===== config.mk =====
export PLATFORM = sky130hd
export DESIGN_NAME = rv_decode
export DESIGN_NICKNAME = d
export VERILOG_FILES = /design/src/rv_pkg.sv /design/src/rv_decode.sv
export SDC_FILE = /design/constraint.sdc
export NUM_CORES = 1
export LEC_CHECK = 0
export ABC_AREA = 1
export ABC_CLOCK_PERIOD_IN_PS = 1170
export BUFFER_PORTS_ARGS = -buffer_cell sky130_fd_sc_hd__buf_2
export CORE_MARGIN = 8
export CORE_UTILIZATION = 40
export DETAILED_ROUTE_END_ITERATION = 10
export GPL_TIMING_DRIVEN = 0
export PLACE_DENSITY = 0.77
export SYNTH_ARGS = -nofsm -noshare
export SYNTH_HDL_FRONTEND = slang
export SYNTH_SLANG_ARGS = --single-unit

===== constraint.sdc =====
create_clock -name vclk -period 1.17
set_input_delay 0.117 -clock vclk [all_inputs]
set_output_delay 0.117 -clock vclk [all_outputs]
set_load 0.05 [all_outputs]

===== src/rv_pkg.sv =====
package rv_pkg;

    localparam int XLEN = 32;
    localparam int REG_ADDR_W = 5;
    localparam int MEM_ADDR_W = 12;  // 4096 words

    localparam logic [XLEN-1:0] UART_TX_ADDR = 32'h0002_0020;
    localparam logic [XLEN-1:0] RESET_PC = '0;

    // funct3 for OP and OP_IMM
    localparam logic [2:0] F3_ADD = 3'b000;
    localparam logic [2:0] F3_SLL = 3'b001;
    localparam logic [2:0] F3_SLT = 3'b010;
    localparam logic [2:0] F3_SLTU = 3'b011;
    localparam logic [2:0] F3_XOR = 3'b100;
    localparam logic [2:0] F3_SR = 3'b101;   // srl / sra by funct7
    localparam logic [2:0] F3_OR = 3'b110;
    localparam logic [2:0] F3_AND = 3'b111;

    localparam logic [6:0] F7_BASE = 7'b000_0000;
    localparam logic [6:0] F7_ALT = 7'b010_0000;  // sub, sra, srai

    typedef logic [XLEN-1:0] word_t;
    typedef logic [REG_ADDR_W-1:0] reg_idx_t;
    typedef logic [MEM_ADDR_W-1:0] mem_addr_t;
    typedef logic [7:0] byte_t;

    typedef enum logic [6:0] {
        OPC_LOAD   = 7'b000_0011,
        OPC_OP_IMM = 7'b001_0011,
        OPC_AUIPC  = 7'b001_0111,
        OPC_STORE  = 7'b010_0011,
        OPC_OP     = 7'b011_0011,
        OPC_LUI    = 7'b011_0111,
        OPC_BRANCH = 7'b110_0011,
        OPC_JALR   = 7'b110_0111,
        OPC_JAL    = 7'b110_1111
    } opcode_e;

    // one value per executed operation
    typedef enum logic [5:0] {
        OP_NOP,
        OP_ADD, OP_SUB, OP_SLL, OP_SLT, OP_SLTU,
        OP_XOR, OP_SRL, OP_SRA, OP_OR, OP_AND,
        OP_ADDI, OP_SLTI, OP_SLTIU, OP_XORI, OP_ORI,
        OP_ANDI, OP_SLLI, OP_SRLI, OP_SRAI,
        OP_BEQ, OP_BNE, OP_BLT, OP_BGE, OP_BLTU, OP_BGEU,
        OP_JAL, OP_JALR, OP_LUI, OP_AUIPC,
        OP_LB, OP_LH, OP_LW, OP_LBU, OP_LHU,
        OP_SB, OP_SH, OP_SW
    } alu_op_e;

    typedef enum logic [1:0] {
        SIZE_B = 2'b00,
        SIZE_H = 2'b01,
        SIZE_W = 2'b10
    } mem_size_e;

endpackage


===== src/rv_decode.sv =====
`timescale 1ns/100ps

module rv_decode (
    input  rv_pkg::word_t    i_inst,
    output rv_pkg::alu_op_e  o_op,
    output rv_pkg::reg_idx_t o_rs1,
    output rv_pkg::reg_idx_t o_rs2,
    output rv_pkg::reg_idx_t o_rd,
    output rv_pkg::word_t    o_imm
);
    import rv_pkg::*;

    opcode_e opcode;
    logic [2:0] funct3;
    logic [6:0] funct7;

    assign opcode = opcode_e'(i_inst[6:0]);
    assign funct3 = i_inst[14:12];
    assign funct7 = i_inst[31:25];

    assign o_rd = i_inst[11:7];
    assign o_rs1 = i_inst[19:15];
    assign o_rs2 = i_inst[24:20];

    // immediate format follows the opcode, shamt lands in imm[4:0]
    always_comb begin
        case (opcode)
            OPC_LUI, OPC_AUIPC: o_imm = {i_inst[31:12], 12'h000};
            OPC_JAL: o_imm = {{12{i_inst[31]}}, i_inst[19:12], i_inst[20],
                              i_inst[30:21], 1'b0};
            OPC_BRANCH: o_imm = {{20{i_inst[31]}}, i_inst[7], i_inst[30:25],
                                 i_inst[11:8], 1'b0};
            OPC_STORE: o_imm = {{21{i_inst[31]}}, i_inst[30:25], i_inst[11:7]};
            default: o_imm = {{21{i_inst[31]}}, i_inst[30:20]};  // I type
        endcase
    end

    always_comb begin
        o_op = OP_NOP;  // fence, system and anything unknown
        case (opcode)
            OPC_LUI: o_op = OP_LUI;
            OPC_AUIPC: o_op = OP_AUIPC;
            OPC_JAL: o_op = OP_JAL;
            OPC_JALR: if (funct3 == 3'b000) o_op = OP_JALR;
            OPC_BRANCH: begin
                case (funct3)
                    3'b000: o_op = OP_BEQ;
                    3'b001: o_op = OP_BNE;
                    3'b100: o_op = OP_BLT;
                    3'b101: o_op = OP_BGE;
                    3'b110: o_op = OP_BLTU;
                    3'b111: o_op = OP_BGEU;
                    default: ;
                endcase
            end
            OPC_LOAD: begin
                case (funct3)
                    3'b000: o_op = OP_LB;
                    3'b001: o_op = OP_LH;
                    3'b010: o_op = OP_LW;
                    3'b100: o_op = OP_LBU;
                    3'b101: o_op = OP_LHU;
                    default: ;
                endcase
            end
            OPC_STORE: begin
                case (funct3)
                    3'b000: o_op = OP_SB;
                    3'b001: o_op = OP_SH;
                    3'b010: o_op = OP_SW;
                    default: ;
                endcase
            end
            OPC_OP_IMM: begin
                case (funct3)
                    F3_ADD: o_op = OP_ADDI;
                    F3_SLT: o_op = OP_SLTI;
                    F3_SLTU: o_op = OP_SLTIU;
                    F3_XOR: o_op = OP_XORI;
                    F3_OR: o_op = OP_ORI;
                    F3_AND: o_op = OP_ANDI;
                    F3_SLL: if (funct7 == F7_BASE) o_op = OP_SLLI;
                    F3_SR: begin
                        if (funct7 == F7_BASE) o_op = OP_SRLI;
                        else if (funct7 == F7_ALT) o_op = OP_SRAI;
                    end
                    default: ;
                endcase
            end
            OPC_OP: begin
                if (funct7 == F7_BASE) begin
                    case (funct3)
                        F3_ADD: o_op = OP_ADD;
                        F3_SLL: o_op = OP_SLL;
                        F3_SLT: o_op = OP_SLT;
                        F3_SLTU: o_op = OP_SLTU;
                        F3_XOR: o_op = OP_XOR;
                        F3_SR: o_op = OP_SRL;
                        F3_OR: o_op = OP_OR;
                        default: o_op = OP_AND;
                    endcase
                end else if (funct7 == F7_ALT) begin
                    if (funct3 == F3_ADD) o_op = OP_SUB;
                    else if (funct3 == F3_SR) o_op = OP_SRA;
                end
            end
            default: ;
        endcase
    end

endmodule


## After elaboration in Yosys (flattened, before gate mapping)

Index checks and enable logic that the tools add are counted.

- Bits in registers: 0
- Latch bits: 0
- RAM bits: 0
- ROM bits: 0
- Bits of input ports: 32
- Output and inout port bits: 53
- Memories: 0

- Add/subtract/negate cells: 0
- Multiply operators: 0
- Div/mod/pow operators: 0
- Order comparisons: 0
- Equality and inequality tests: 17
- Shift operators: 0
- Mux-type cells: 15
- Bitwise gates (word level): 0
- Reduce and logical (&&, ||, !) cells: 3

Operator list:

| cell | count |
|---|---|
| 31-bit one-hot mux with 4 select lines | 1 |
| 6-bit one-hot mux with 9 select lines | 1 |
| 6-bit one-hot mux with 8 select lines | 1 |
| 5-bit one-hot mux with 6 select lines | 1 |
| 6-bit one-hot mux with 5 select lines | 1 |
| 7-bit by 6-bit == test with 1-bit output, second input constant | 4 |
| 4-bit one-hot mux with 7 select lines | 1 |
| 7-bit == test, second input constant | 3 |
| 5-bit 2-to-1 mux | 4 |
| 6-bit one-hot mux with 3 select lines | 1 |
| 7-bit by 5-bit == test with 1-bit output, second input constant | 2 |
| 3-bit == test, second input constant | 4 |
| 4-bit 2-to-1 mux | 3 |
| 7-bit by 2-bit == test with 1-bit output, second input constant | 1 |
| 7-bit logical NOT | 1 |
| 3-bit by 2-bit == test with 1-bit output, second input constant | 2 |
| 6-bit 2-to-1 mux | 1 |
| 3-bit by 1-bit == test with 1-bit output, second input constant | 1 |
| 3-bit logical NOT | 1 |
| 2-bit OR reduction | 1 |

## Depth between registers and ports, before layout

- Depth after elaboration: 6
- Depth in mapped cells: 9
- Mapped depth without buffers: 9

## Least setup slack after synthesis

Ideal clock, no wire load.

- Path type: in2out
- Start point: in i_inst[3]
- End point: out o_imm[20]
- Arrival: 1.715 ns
- Data required time: 1.053 ns
- Path slack: -0.662 ns
- Cell stages on the path: 6
- Cells stage by stage: inv_2 -> nand2_1 -> nor2_4 -> nand2_4 -> buf_6 -> o21ai_0

- Cells in the longest elaborated chain, start to end: 3

Ends and longest elaborated chain:

| item | line | source |
|---|---|---|
| from (decl) | rv_decode.sv:4 | `input rv_pkg::word_t i_inst,` |
| 7-bit by 5-bit == test with 1-bit output or 7-bit by 6-bit == test with 1-bit output (tied branches) | rv_decode.sv:27 | `case (opcode)` |
| 2-bit OR reduction | rv_decode.sv:27 |  |
| 31-bit one-hot mux with 4 select lines * | rv_decode.sv:27 |  |
| to (decl) | rv_decode.sv:9 | `output rv_pkg::word_t o_imm` |

Mark *: on every way between the ends. The rest lies on a longest branch, timed or not.

## Worst setup path after layout

- Start point: in i_inst[5]
- End point: out o_imm[11]

Same word-level chain as after synthesis.

==> impl_metrics.yaml <==
floorplan:
  num_rows: 20
  fp.dieH_um: 72.2
  num_io_pins: 85
  die_w_um: 72.2
  start_util_pct: 41.7
  die_area_mm2: 0.00521
  core_mm2: 0.00303
critical_path:
  crit_type: "in2out"
  setup.worst_path.end_class: "primary output"
  crit_top_cell: "nand2_1"
  path_cells: "buf_4 -> inv_2 -> nor2_1 -> nand2_1 -> nor2_4 -> nand2_1 -> o21ai_0 -> nand3b_4 -> buf_8"
  cp_max_fo: 5
  crit_path_start_kind: "input pin"
  cp_slowest_cell: "nand3b_4"
  critical_path.max_stage_delay_ps: 270
  critical_path_required_ps: 1050
  worstPathArrival_ps: 1570
power:
  netSwitchingPower_mw: 0.809
  p_int_mw: 0.432
  leakagePower_nw: 1.40
  fin_total_pwr_mw: 1.24
  pwr_density_cell_mw_per_mm2: 454
  comb_power_share_pct: 100.0
  switching_share_pct: 65.2
  peakVddDrop_mv: 0.370
  seq_power_share_pct: 0
  p_clk_share_pct: 0
outcome:
  status: "finished, violations left"
  violations: "negative setup slack"
drt:
  drt_pass1_iterations: 9
  viasPerCell: 6.34
  drt_iter0_drc: 374
  num_vias: 2414
  wl_per_cell_um: 25.3
  totalWireLength_mm: 9.65
  ant_nets: 0
  drc: 0
placement:
  post-dp-hpwl_mm: 3.72
  portBuffers: 85
  place_congestion: 0.910
  post_dp_cell_area_mm2: 0.00180
timing:
  maxSlewViolCount: 0
  tightestPinTransition_ps: 476
  period_minus_slack_ps: 1680
  setup_viol: 37
  finalHoldViolations: 0
  worst_slack_ps: -513
  fmax_ghz: 0.594
  grt_setup_unrepaired: "yes"
  finalCritPeriodShare_pct: 144
  slew_headroom_pct: 67.9
yosys:
  ys_warn_count: 0
  ys_seq_area_share_pct: 0
  ys_types: 25
  synth_nets: 269
  synth_cells: 233
  netlist_area_mm2: 0.00126
  avgSynthCellArea_um2: 5.41
layout:
  fin_area_mm2: 0.00273
  nClkBuffers: 0
  regArea_um2: 0
  drive_gt1_share_pct: 67.7
  area_growth_pct: 116
  n_antenna_cell: 0
  num-nets-final: 375
  seq_cells: 0
grt:
  first_global_vias: 2132
  antenna_found_initial: 0
  grt_pass1_wl_mm: 11.2
  grt-ovfl-total: 0
  grt_usage_pct: 26.1
  grt_max_degree: 12
hold_path:
  hold_depth: 4
  worstHoldStart: "i_inst[16]"
  worstHoldPathType: "in2out"
  min_to: "o_imm[16]"
flow_run:
  max_cap_viol_count: 0
-- power groups by stage --
stage | combinational (mW) | clock [mW] | sequential (mW)
finish | 1.24 | 0 | 0
global route | 1.27 | 0 | 0
CTS | 1.09 | 0 | 0
detailed placement | 0.838 | 0 | 0
global placement | 0.833 | 0 | 0
floorplan | 0.618 | 0 | 0
-- cell usage after synthesis --
cell      instances  area share [%]
ha_1              4             4.0
buf_8             1             1.2
nor3_1            2            0.79
o21ai_1           2            0.79
buf_4            17              10
inv_1            20             6.0
nand2_8           1             1.6
nand2_1          75              22
nand3b_1          2             1.2
and2_1            1            0.50
o21ai_0           7             2.8
nor2_4            5             4.5
nand2_4           7             6.3
buf_6             1            0.89
nand3b_2          1            0.89
a21oi_1          12             4.8
nor2_1           25             7.4
nand4_1           4             2.0
nor3_4            1             1.3
nor2_2            6             3.0
inv_2            10             3.0
o21ai_2           6             4.2
nor2_8            1             1.6
nand2_2           4             2.0
nand3_1          18             7.1
-- through the flow --
| step | utilization [%] | setup TNS, ps | setup slack (ps) | cells | hold WS [ps] |
|---|---|---|---|---|---|
| floorplan | - | -1530 | -217 | 233 | 401 |
| global route | 90.2 | -9370 | -600 | 381 | 622 |
| finish | 90.2 | -8210 | -513 | 381 | 601 |
| detailed placement | 59.6 | -8670 | -424 | 362 | 651 |
| global placement | 59.6 | -8370 | -428 | 362 | 648 |
| CTS | 83.9 | -3070 | -144 | 376 | 583 |
-- critical path: cells and delay by family --
kind / cells / cell delay (ps)
AOI/OAI and AO/OA: 1 / 200
and+or+nand+nor: 5 / 830
buffers and inverters: 3 / 410
-- layout by cell type, fill, tap and decap left out, types with 3 or more instances in the layout --
master | synthesis | layout
nand2_4 | 7 | 9
buf_2 | 0 | 38
nand4_1 | 4 | 4
nand2_1 | 75 | 51
inv_4 | 0 | 5
nand2_8 | 1 | 5
inv_2 | 10 | 7
a21oi_2 | 0 | 10
o21ai_2 | 6 | 6
buf_6 | 1 | 24
nand3_1 | 18 | 9
buf_12 | 0 | 3
o21ai_4 | 0 | 5
nand2_2 | 4 | 23
buf_4 | 17 | 27
nor2_1 | 25 | 20
buf_8 | 1 | 27
o21ai_0 | 7 | 3
nor2_2 | 6 | 3
nand3_2 | 0 | 9
nor2_4 | 5 | 13
inv_1 | 20 | 15
-- kinds of logic (layout without fill, tap and decap cells) --
group | Yosys count | in the layout | share of synthesized area [%]
simple gates | 153 | 154 | 62.4
buf+inv | 49 | 152 | 21.1
fa+ha+maj | 4 | 4 | 3.97
compound gates | 27 | 27 | 12.5
-- per-layer routing --
layer / GRT usage [%] / vias to the layer above / part of all wire, %
met5: 0 / - / 0
met4: 13.4 / 0 / 8.7
met3: 5.65 / 102 / 15
met2: 48.2 / 299 / 46
met1: 26.8 / 1084 / 30
li1: - / 929 / -
-- timing repair --
item / CTS / global route
setup buffers: 11 / 6
gates resized for setup: 165 / 46
hold buffers: 0 / 0
pin swaps: 30 / 18
endpoints found under the setup margin: 37 / 37
cloned: 3 / 0
-- worst max-delay path by stage --
stage / to / slack (ps) / start / cells after the start
finish: o_imm[11] / -510 / i_inst[5] / 9
global placement: o_op[1] / -430 / i_inst[13] / 9
global route: o_imm[11] / -600 / i_inst[5] / 9
floorplan: o_imm[10] / -220 / i_inst[3] / 7
CTS: o_imm[11] / -140 / i_inst[3] / 10
detailed placement: o_op[1] / -420 / i_inst[13] / 9
-- final cells by class --
type | count | area [um^2]
multi-input cells | 185 | 1360
repair buffers | 103 | 1010
fillers | 120 | 298
plain buffers | 18 | 155
inverters | 30 | 143
well taps | 44 | 55.1
repair inverters | 1 | 11.3
Note: power is estimated with default switching activity, not from simulation.
