==> config.mk <==
export PLATFORM = sky130hd
export DESIGN_NAME = rv_execute
export DESIGN_NICKNAME = d
export VERILOG_FILES = /design/src/rv_pkg.sv /design/src/rv_execute.sv
export SDC_FILE = /design/constraint.sdc
export NUM_CORES = 1
export LEC_CHECK = 0
export ABC_CLOCK_PERIOD_IN_PS = 10650
export BUFFER_PORTS_ARGS = -buffer_cell sky130_fd_sc_hd__buf_2
export CELL_PAD_IN_SITES_DETAIL_PLACEMENT = 0
export CELL_PAD_IN_SITES_GLOBAL_PLACEMENT = 1
export CORE_UTILIZATION = 43
export CTS_CLUSTER_SIZE = 28
export DETAILED_ROUTE_END_ITERATION = 7
export GPL_TIMING_DRIVEN = 1
export HOLD_SLACK_MARGIN = 0.02
export PLACE_DENSITY_LB_ADDON = 0.1
export SKIP_LAST_GASP = 1
export SLEW_MARGIN = 20
export SYNTH_ARGS = -nofsm -noshare
export SYNTH_HDL_FRONTEND = slang
export SYNTH_SLANG_ARGS = --single-unit
export TNS_END_PERCENT = 10
==> constraint.sdc <==
create_clock -name clk -period 10.65 [get_ports clk]
set_input_delay 2.13 -clock clk [delete_from_list [all_inputs] [get_ports clk]]
set_output_delay 2.13 -clock clk [all_outputs]
set_load 0.02 [all_outputs]
==> src/rv_pkg.sv <==
package rv_pkg;

    localparam int XLEN = 32;
    localparam int REG_ADDR_W = 5;
    localparam int MEM_ADDR_W = 12;  // 4096 words

    localparam logic [XLEN-1:0] UART_TX_ADDR = 32'h0002_0020;
    localparam logic [XLEN-1:0] RESET_PC = '0;

    // funct3 for OP and OP_IMM
    localparam logic [2:0] F3_ADD = 3'b000;
    localparam logic [2:0] F3_SLL = 3'b001;
    localparam logic [2:0] F3_SLT = 3'b010;
    localparam logic [2:0] F3_SLTU = 3'b011;
    localparam logic [2:0] F3_XOR = 3'b100;
    localparam logic [2:0] F3_SR = 3'b101;   // srl / sra by funct7
    localparam logic [2:0] F3_OR = 3'b110;
    localparam logic [2:0] F3_AND = 3'b111;

    localparam logic [6:0] F7_BASE = 7'b000_0000;
    localparam logic [6:0] F7_ALT = 7'b010_0000;  // sub, sra, srai

    typedef logic [XLEN-1:0] word_t;
    typedef logic [REG_ADDR_W-1:0] reg_idx_t;
    typedef logic [MEM_ADDR_W-1:0] mem_addr_t;
    typedef logic [7:0] byte_t;

    typedef enum logic [6:0] {
        OPC_LOAD   = 7'b000_0011,
        OPC_OP_IMM = 7'b001_0011,
        OPC_AUIPC  = 7'b001_0111,
        OPC_STORE  = 7'b010_0011,
        OPC_OP     = 7'b011_0011,
        OPC_LUI    = 7'b011_0111,
        OPC_BRANCH = 7'b110_0011,
        OPC_JALR   = 7'b110_0111,
        OPC_JAL    = 7'b110_1111
    } opcode_e;

    // one value per executed operation
    typedef enum logic [5:0] {
        OP_NOP,
        OP_ADD, OP_SUB, OP_SLL, OP_SLT, OP_SLTU,
        OP_XOR, OP_SRL, OP_SRA, OP_OR, OP_AND,
        OP_ADDI, OP_SLTI, OP_SLTIU, OP_XORI, OP_ORI,
        OP_ANDI, OP_SLLI, OP_SRLI, OP_SRAI,
        OP_BEQ, OP_BNE, OP_BLT, OP_BGE, OP_BLTU, OP_BGEU,
        OP_JAL, OP_JALR, OP_LUI, OP_AUIPC,
        OP_LB, OP_LH, OP_LW, OP_LBU, OP_LHU,
        OP_SB, OP_SH, OP_SW
    } alu_op_e;

    typedef enum logic [1:0] {
        SIZE_B = 2'b00,
        SIZE_H = 2'b01,
        SIZE_W = 2'b10
    } mem_size_e;

endpackage

==> src/rv_execute.sv <==
`timescale 1ns/100ps

module rv_execute (
    input  logic              clk,
    input  logic              reset,
    input  rv_pkg::alu_op_e   i_op,
    input  rv_pkg::word_t     i_imm,
    input  rv_pkg::word_t     i_rs1_data,
    input  rv_pkg::word_t     i_rs2_data,
    output rv_pkg::word_t     o_pc,
    output rv_pkg::word_t     o_result,
    output logic              o_wb_en,
    output logic              o_load,
    output rv_pkg::mem_size_e o_load_size,
    output logic              o_load_signed,
    output logic              o_store_en,
    output rv_pkg::mem_size_e o_store_size,
    output rv_pkg::word_t     o_store_data,
    output rv_pkg::word_t     o_mem_byte_addr,
    output logic              o_uart_en,
    output rv_pkg::byte_t     o_uart_data
);
    import rv_pkg::*;

    word_t pc_plus4;
    word_t pc_target;   // branch, jal, auipc
    word_t addr_sum;    // loads, stores, jalr
    word_t op_b;
    word_t next_pc;
    logic use_imm;
    logic eq;
    logic lt_s;
    logic lt_u;
    logic take;
    logic uart_hit;

    assign use_imm = i_op inside {OP_ADDI, OP_SLTI, OP_SLTIU, OP_XORI, OP_ORI,
                                  OP_ANDI, OP_SLLI, OP_SRLI, OP_SRAI};
    assign op_b = use_imm ? i_imm : i_rs2_data;

    assign pc_plus4 = o_pc + word_t'(4);
    assign pc_target = o_pc + i_imm;
    assign addr_sum = i_rs1_data + i_imm;

    assign eq = (i_rs1_data == op_b);
    assign lt_s = $signed(i_rs1_data) < $signed(op_b);
    assign lt_u = i_rs1_data < op_b;

    always_comb begin
        case (i_op)
            OP_ADD, OP_ADDI: o_result = i_rs1_data + op_b;
            OP_SUB: o_result = i_rs1_data - op_b;
            OP_AND, OP_ANDI: o_result = i_rs1_data & op_b;
            OP_OR, OP_ORI: o_result = i_rs1_data | op_b;
            OP_XOR, OP_XORI: o_result = i_rs1_data ^ op_b;
            OP_SLL, OP_SLLI: o_result = i_rs1_data << op_b[4:0];
            OP_SRL, OP_SRLI: o_result = i_rs1_data >> op_b[4:0];
            OP_SRA, OP_SRAI: o_result = word_t'($signed(i_rs1_data) >>> op_b[4:0]);
            OP_SLT, OP_SLTI: o_result = {{(XLEN-1){1'b0}}, lt_s};
            OP_SLTU, OP_SLTIU: o_result = {{(XLEN-1){1'b0}}, lt_u};
            OP_LUI: o_result = i_imm;
            OP_AUIPC: o_result = pc_target;
            OP_JAL, OP_JALR: o_result = pc_plus4;  // link address
            default: o_result = '0;
        endcase
    end

    always_comb begin
        case (i_op)
            OP_BEQ: take = eq;
            OP_BNE: take = !eq;
            OP_BLT: take = lt_s;
            OP_BGE: take = !lt_s;
            OP_BLTU: take = lt_u;
            OP_BGEU: take = !lt_u;
            OP_JAL, OP_JALR: take = 1'b1;
            default: take = 1'b0;
        endcase
    end

    always_comb begin
        if (!take) next_pc = pc_plus4;
        else if (i_op == OP_JALR) next_pc = {addr_sum[XLEN-1:1], 1'b0};
        else next_pc = pc_target;
    end

    assign o_wb_en = !(i_op inside {OP_NOP, OP_BEQ, OP_BNE, OP_BLT, OP_BGE,
                                    OP_BLTU, OP_BGEU, OP_SB, OP_SH, OP_SW});

    // memory side
    assign o_mem_byte_addr = addr_sum;
    assign o_store_data = i_rs2_data;
    assign o_load = i_op inside {OP_LB, OP_LH, OP_LW, OP_LBU, OP_LHU};
    assign o_load_signed = i_op inside {OP_LB, OP_LH};
    assign o_load_size = (i_op inside {OP_LB, OP_LBU}) ? SIZE_B :
                         (i_op inside {OP_LH, OP_LHU}) ? SIZE_H : SIZE_W;
    assign o_store_en = i_op inside {OP_SB, OP_SH, OP_SW};
    assign o_store_size = (i_op == OP_SB) ? SIZE_B :
                          (i_op == OP_SH) ? SIZE_H : SIZE_W;

    assign uart_hit = (i_op == OP_SB) && (addr_sum == UART_TX_ADDR);

    always_ff @(posedge clk) begin
        if (reset) begin
            o_pc <= RESET_PC;
            o_uart_en <= 1'b0;
        end else begin
            o_pc <= next_pc;
            o_uart_en <= uart_hit;  // one cycle per byte store
        end
    end

    always_ff @(posedge clk) begin
        if (uart_hit) o_uart_data <= i_rs2_data[7:0];
    end

endmodule

After elaboration in Yosys (flattened, before gate mapping):

Index checks and enable logic that the tools add are counted.

* register bits after elaboration: 41
* bits of input ports: 104
* output and inout port bits: 145
* word-level logic and storage cells: 87

* add/sub/neg operators: 5
* magnitude comparators: 2
* equal/unequal tests: 39
* shift operators: 3
* muxes and demuxes: 9
* bitwise gates (word level): 3
* reductions and logical operators: 23

Operators with widths (number)
* $pmux W32 S13: 1
* $add A32 B32 Y32: 3
* $eq A6 B5 Y1 const B: 16
* $mux W32: 3
* $lt A32 B32 Y1: 2
* $eq A6 B4 Y1 const B: 8
* $eq A6 B6 Y1 const B: 6
* $add A32 B3 Y32 const B: 1
* $and A32 B32 Y32: 1
* $eq A32 B18 Y1 const B: 1
* $eq A32 B32 Y1: 1
* $or A32 B32 Y32: 1
* $shl A32 B5 Y32: 1
* $shr A32 B5 Y32: 1
* $sshr A32 B5 Y32: 1
* $sub A32 B32 Y32: 1
* $xor A32 B32 Y32: 1
* $eq A6 B3 Y1 const B: 4
* $reduce_or A2 Y1: 10
* $eq A6 B2 Y1 const B: 2
* $reduce_bool A10 Y1: 1
* $reduce_bool A9 Y1: 1
* $mux W2: 4
* $pmux W1 S7: 1
* other kinds (7): 12

Logic depth before layout (Yosys ltp):

* depth after elaboration: 7
* mapped depth: 22
* depth with buffers taken out: 16

Least setup slack after synthesis:

Ideal clock, no wire load.

* kind: input to output
* start: in i_op[5]
* end: out o_result[29]
* arrival: 7322 ps
* data required time: 8520 ps
* setup slack: 1198 ps
* cell stages on the path: 20
* buffers on the path: 6
* cells stage by stage: buf_2 > or4b_1 > o21a_2 > mux2i_4 > inv_2 > buf_6 > buf_2 > buf_2 > buf_2 > buf_1 > ha_1 > a21oi_1 > o21bai_1 > a2111oi_0 > o21ai_1 > a41oi_1 > o31ai_1 > a221o_1 > o221a_2 > o21ai_0

* longest elaborated chain between the ends: 5
* elaborated cells between the ends (all ways): 44
* those cells by class: 2 x add/sub; 23 x eq/ne; 3 x shift; 2 x mux; 3 x bitwise; 11 x reduce/logical

Ends and longest elaborated chain
* from (decl): line rv_execute.sv:6 `input rv_pkg::alu_op_e i_op,`
* $eq A6 B4 Y1 or $eq A6 B5 Y1 (tied branches): line rv_execute.sv:37, rv_execute.sv:50
* $reduce_bool A9 Y1: line rv_execute.sv:37 `assign use_imm = i_op inside {OP_ADDI, OP_SLTI, OP_SLTIU, OP_XORI, OP_ORI,`
* $mux W32: line rv_execute.sv:39 `assign op_b = use_imm ? i_imm : i_rs2_data;`
* $sub A32 B32 Y32, or another cell as far along: line rv_execute.sv:52 `OP_SUB: o_result = i_rs1_data - op_b;`
* $pmux W32 S13 *: line rv_execute.sv:50 `case (i_op)`
* to (decl): line rv_execute.sv:11 `output rv_pkg::word_t o_result,`

Every way passes the cells marked *; elsewhere a longest branch is shown, timed or not.

Worst setup path after layout:

* start: in i_op[2]
* end: out o_result[31]

Same word-level chain as after synthesis.

==> flow_summary.toml <==
[clock_tree]
insertion_delay_ns = 0.33
cts_root_buf = "clkbuf_16"
numClockSinks = 41
clk_pin_slew_ns = 0.07
cts_resized = 0
clk_path_buf_depth = 2
cts_buffers = 5
ctsHoldBuffers = 0
post_cts_buffers = 0
h-tree-depth = 2
cts_tree = "yes"

[sta]
drv_slew = 0
worst_slew_pin_slew_ns = 1.076
finalHoldViolations = 0
finalSetupViolations = 0
period_needed_ns = 9.832
fin_ws_ns = 0.8184
final.period_utilization_pct = 92.32
finClkSkew_ns = 0.02061
rsz0062_at_grt = "false"
slew_headroom_pct = 28.03
tns_ns = 0
fmax_mhz = 101.7

[worst_hold_path]
hold_class = "register to register"

[worst_setup_path]
crit_buf_inv = 3
r2r-start = "o_pc[0]$_SDFFE_PP0P_"
r2r_slack_ns = 6.50
slowest_stage = "o21a_2"
path_delay_family = "compound AO/OA/AOI/OAI gates"
max_stage_delay_ns = 0.80
path_depth = 17
worstPathArrival_ns = 7.70
regToRegEndpoint = "o_pc[28]$_SDFF_PP0_"
cp_cell_sequence = "buf_2 -> or4b_1 -> o21a_2 -> mux2i_4 -> inv_2 -> ha_1 -> a21oi_1 -> o21bai_1 -> a2111oi_0 -> o21ai_1 -> a41oi_1 -> o31ai_1 -> a221o_1 -> a211o_1 -> a221oi_1 -> o21ai_1 -> buf_2"
crit_path_start_kind = "input port"
endpoint = "o_result[31]"
r2r_cells = 12
required_ns = 8.52
crit_fanout = 30
worstSetupEndpointType = "output port"
startpoint = "i_op[2]"
crit_type = "input port to output port"

[synth]
syn_inst = 2296
syn_avg_cell_area_sq_um = 6.923
synth.distinct_cells = 95
synthTopCellsByArea = "ha_1 13%, mux2i_1 9.1%, a21oi_1 6.0%"
yosysTopAreaCell = "ha_1"
ys_seq_area_share_pct = 5.668
synth_ff_type = "dfxtp_1"
synth_top_area_share_pct = 13.15
syn_nets = 2570
synth_warnings = 0
ys_ff_latch = 41
async_flop_share_pct = 0
synth_edf_count = 8
syn_area_sq_um = 15900

[layout]
finalNetCount = 2684
synthToLayoutAreaGrowth_pct = 9.170
layout.cells.non_filler = 2879
final_area_sq_um = 17350
diodes = 0
drive_gt1_share_pct = 15.55

[routing]
ant_nets = 0
via_per_inst = 6.721
vias = 19350
routedWlPerCell_um = 27.44
remaining_drc_errors = 0
detail_route.wirelength_um = 79000
drtIter0Drc = 2334
dr.pass1.iters = 6

[power]
power.density_nw_per_um2 = 87.52
max-vdd-ir-drop_uv = 53.46
power.total_w = 0.001519
p_leak_nw = 7.907

[outcome]
status = "completed"

[grt]
grt_use_total_pct = 40.43
grt_pass1_wl_um = 115700
grt_max_degree = 65
met1_usage_pct = 57.54
antenna_found_initial = 0
use_met3_pct = 7.862
grt_pass1_vias = 17850
grt-ovfl-total = 0
met2_usage_pct = 59.99
top_usage_layer = "met2"

[placed_design]
dpl-instance-area_sq_um = 17210
place_congestion = 1.035
placedCellCount = 2871
dp_hpwl_um = 63450
place_ws_ns = 0.9306
io_buffers = 248

[floorplanning]
die_h_um = 194.3
pin_count = 249
die-area_sq_um = 37740
die_x_um = 194.3
core-area_sq_um = 36520
rows = 70
start_util_pct = 43.52

[run]
maxCapViolCount = 0
## sequential cells by signal, indices dropped and copies added, names as in the netlist
name,cells
o_uart_en,1
o_uart_data,8
o_pc,32
## worst register-to-register path, delay by kind of cell, from the launching register on
family	cells	cell delay, ns
xor gates and xnor gates	1	0.48
DFF	1	0.54
and+or+nand+nor	5	1.38
adders and majority gates	2	0.57
AOI/OAI and AO/OA	4	1.09
## cell usage after synthesis, types with 25 or more instances
cell type,number
nand2_1,202
nor2_1,196
a21oi_1,189
ha_1,167
o21ai_0,160
mux2i_1,144
inv_1,113
clkbuf_1,101
xnor2_1,74
nand3_1,59
nor3_1,46
a221oi_1,45
a211oi_1,44
a21o_1,40
xor2_1,40
o22ai_1,39
o211ai_1,37
mux2_2,36
and3_1,34
buf_4,34
dfxtp_1,33
o21bai_1,28
a31oi_1,27
nand2b_1,25
## worst min-delay path by stage
stage                                  start  cells after the start  slack (ns)                 end
after floorplan           o_pc[2]$_SDFF_PP0_                      1        0.67  o_pc[2]$_SDFF_PP0_
after global placement    o_pc[2]$_SDFF_PP0_                      1        0.62  o_pc[2]$_SDFF_PP0_
after detailed placement  o_pc[2]$_SDFF_PP0_                      1        0.62  o_pc[2]$_SDFF_PP0_
after CTS                 o_pc[2]$_SDFF_PP0_                      1        0.64  o_pc[2]$_SDFF_PP0_
after global routing      o_pc[2]$_SDFF_PP0_                      1        0.65  o_pc[2]$_SDFF_PP0_
final                     o_pc[2]$_SDFF_PP0_                      1        0.65  o_pc[2]$_SDFF_PP0_
## logic make-up after synthesis
group,count (synthesis),synth area share [%]
AOI/OAI and AO/OA,812,34.04
and+or+nand+nor,678,20.36
buffers and inverters,298,8.155
muxes,183,11.97
adders and majority gates,170,13.52
xor gates and xnor gates,114,6.282
DFF,41,5.667
## cell usage in the layout, fill, tap and decap left out, types with 10 or more instances in the layout
cell type / n
a211oi_1: 44
a21boi_0: 11
a21o_1: 40
a21oi_1: 189
a221oi_1: 45
a22oi_1: 14
a31oi_1: 27
and3_1: 34
buf_2: 248
buf_4: 37
dfxtp_1: 33
ha_1: 167
inv_1: 113
mux2_2: 36
mux2i_1: 144
nand2_1: 202
nand2b_1: 25
nand3_1: 59
nand4_1: 19
nor2_1: 196
nor2b_1: 12
nor3_1: 43
nor4_1: 10
o2111ai_1: 12
o211ai_1: 37
o21a_1: 16
o21ai_0: 160
o21bai_1: 28
o221ai_1: 19
o22ai_1: 39
o31ai_1: 20
or3_1: 15
xnor2_1: 74
xor2_1: 40
## power by group
group / leakage, nW / internal [W] / switching, W
logic: 7.50 / 0.000388 / 0.000773
registers: 0.341 / 0.000167 / 0.0000161
clock network: 0.0674 / 0.0000879 / 0.0000868
total: 7.91 / 0.000643 / 0.000876
## layout make-up
cell class              instances  area (sq um)
clock buffers                   6         128.9
clock inverters                 2         13.76
fillers                      3887         19170
inverters                     120         450.4
multi-input cells            1957         13750
flip-flops and latches         41         900.9
well taps                     468         585.6
repair buffers                285          1519
## through the flow
| step | utilization (%) | hold slack [ns] |
|---|---|---|
| floorplan | - | 0.6711 |
| global route | 47.51 | 0.6471 |
| CTS | 47.51 | 0.6398 |
| finish | 47.51 | 0.6521 |
| detailed placement | 47.12 | 0.6244 |
| global placement | 47.12 | 0.6241 |
## routing by layer
metal	wire length, um	vias to the layer above
li1	-	8823
met1	34890	9337
met5	0	-
met2	33080	1074
met3	8311	117
met4	2720	0
(Power assumes the default switching activity.)
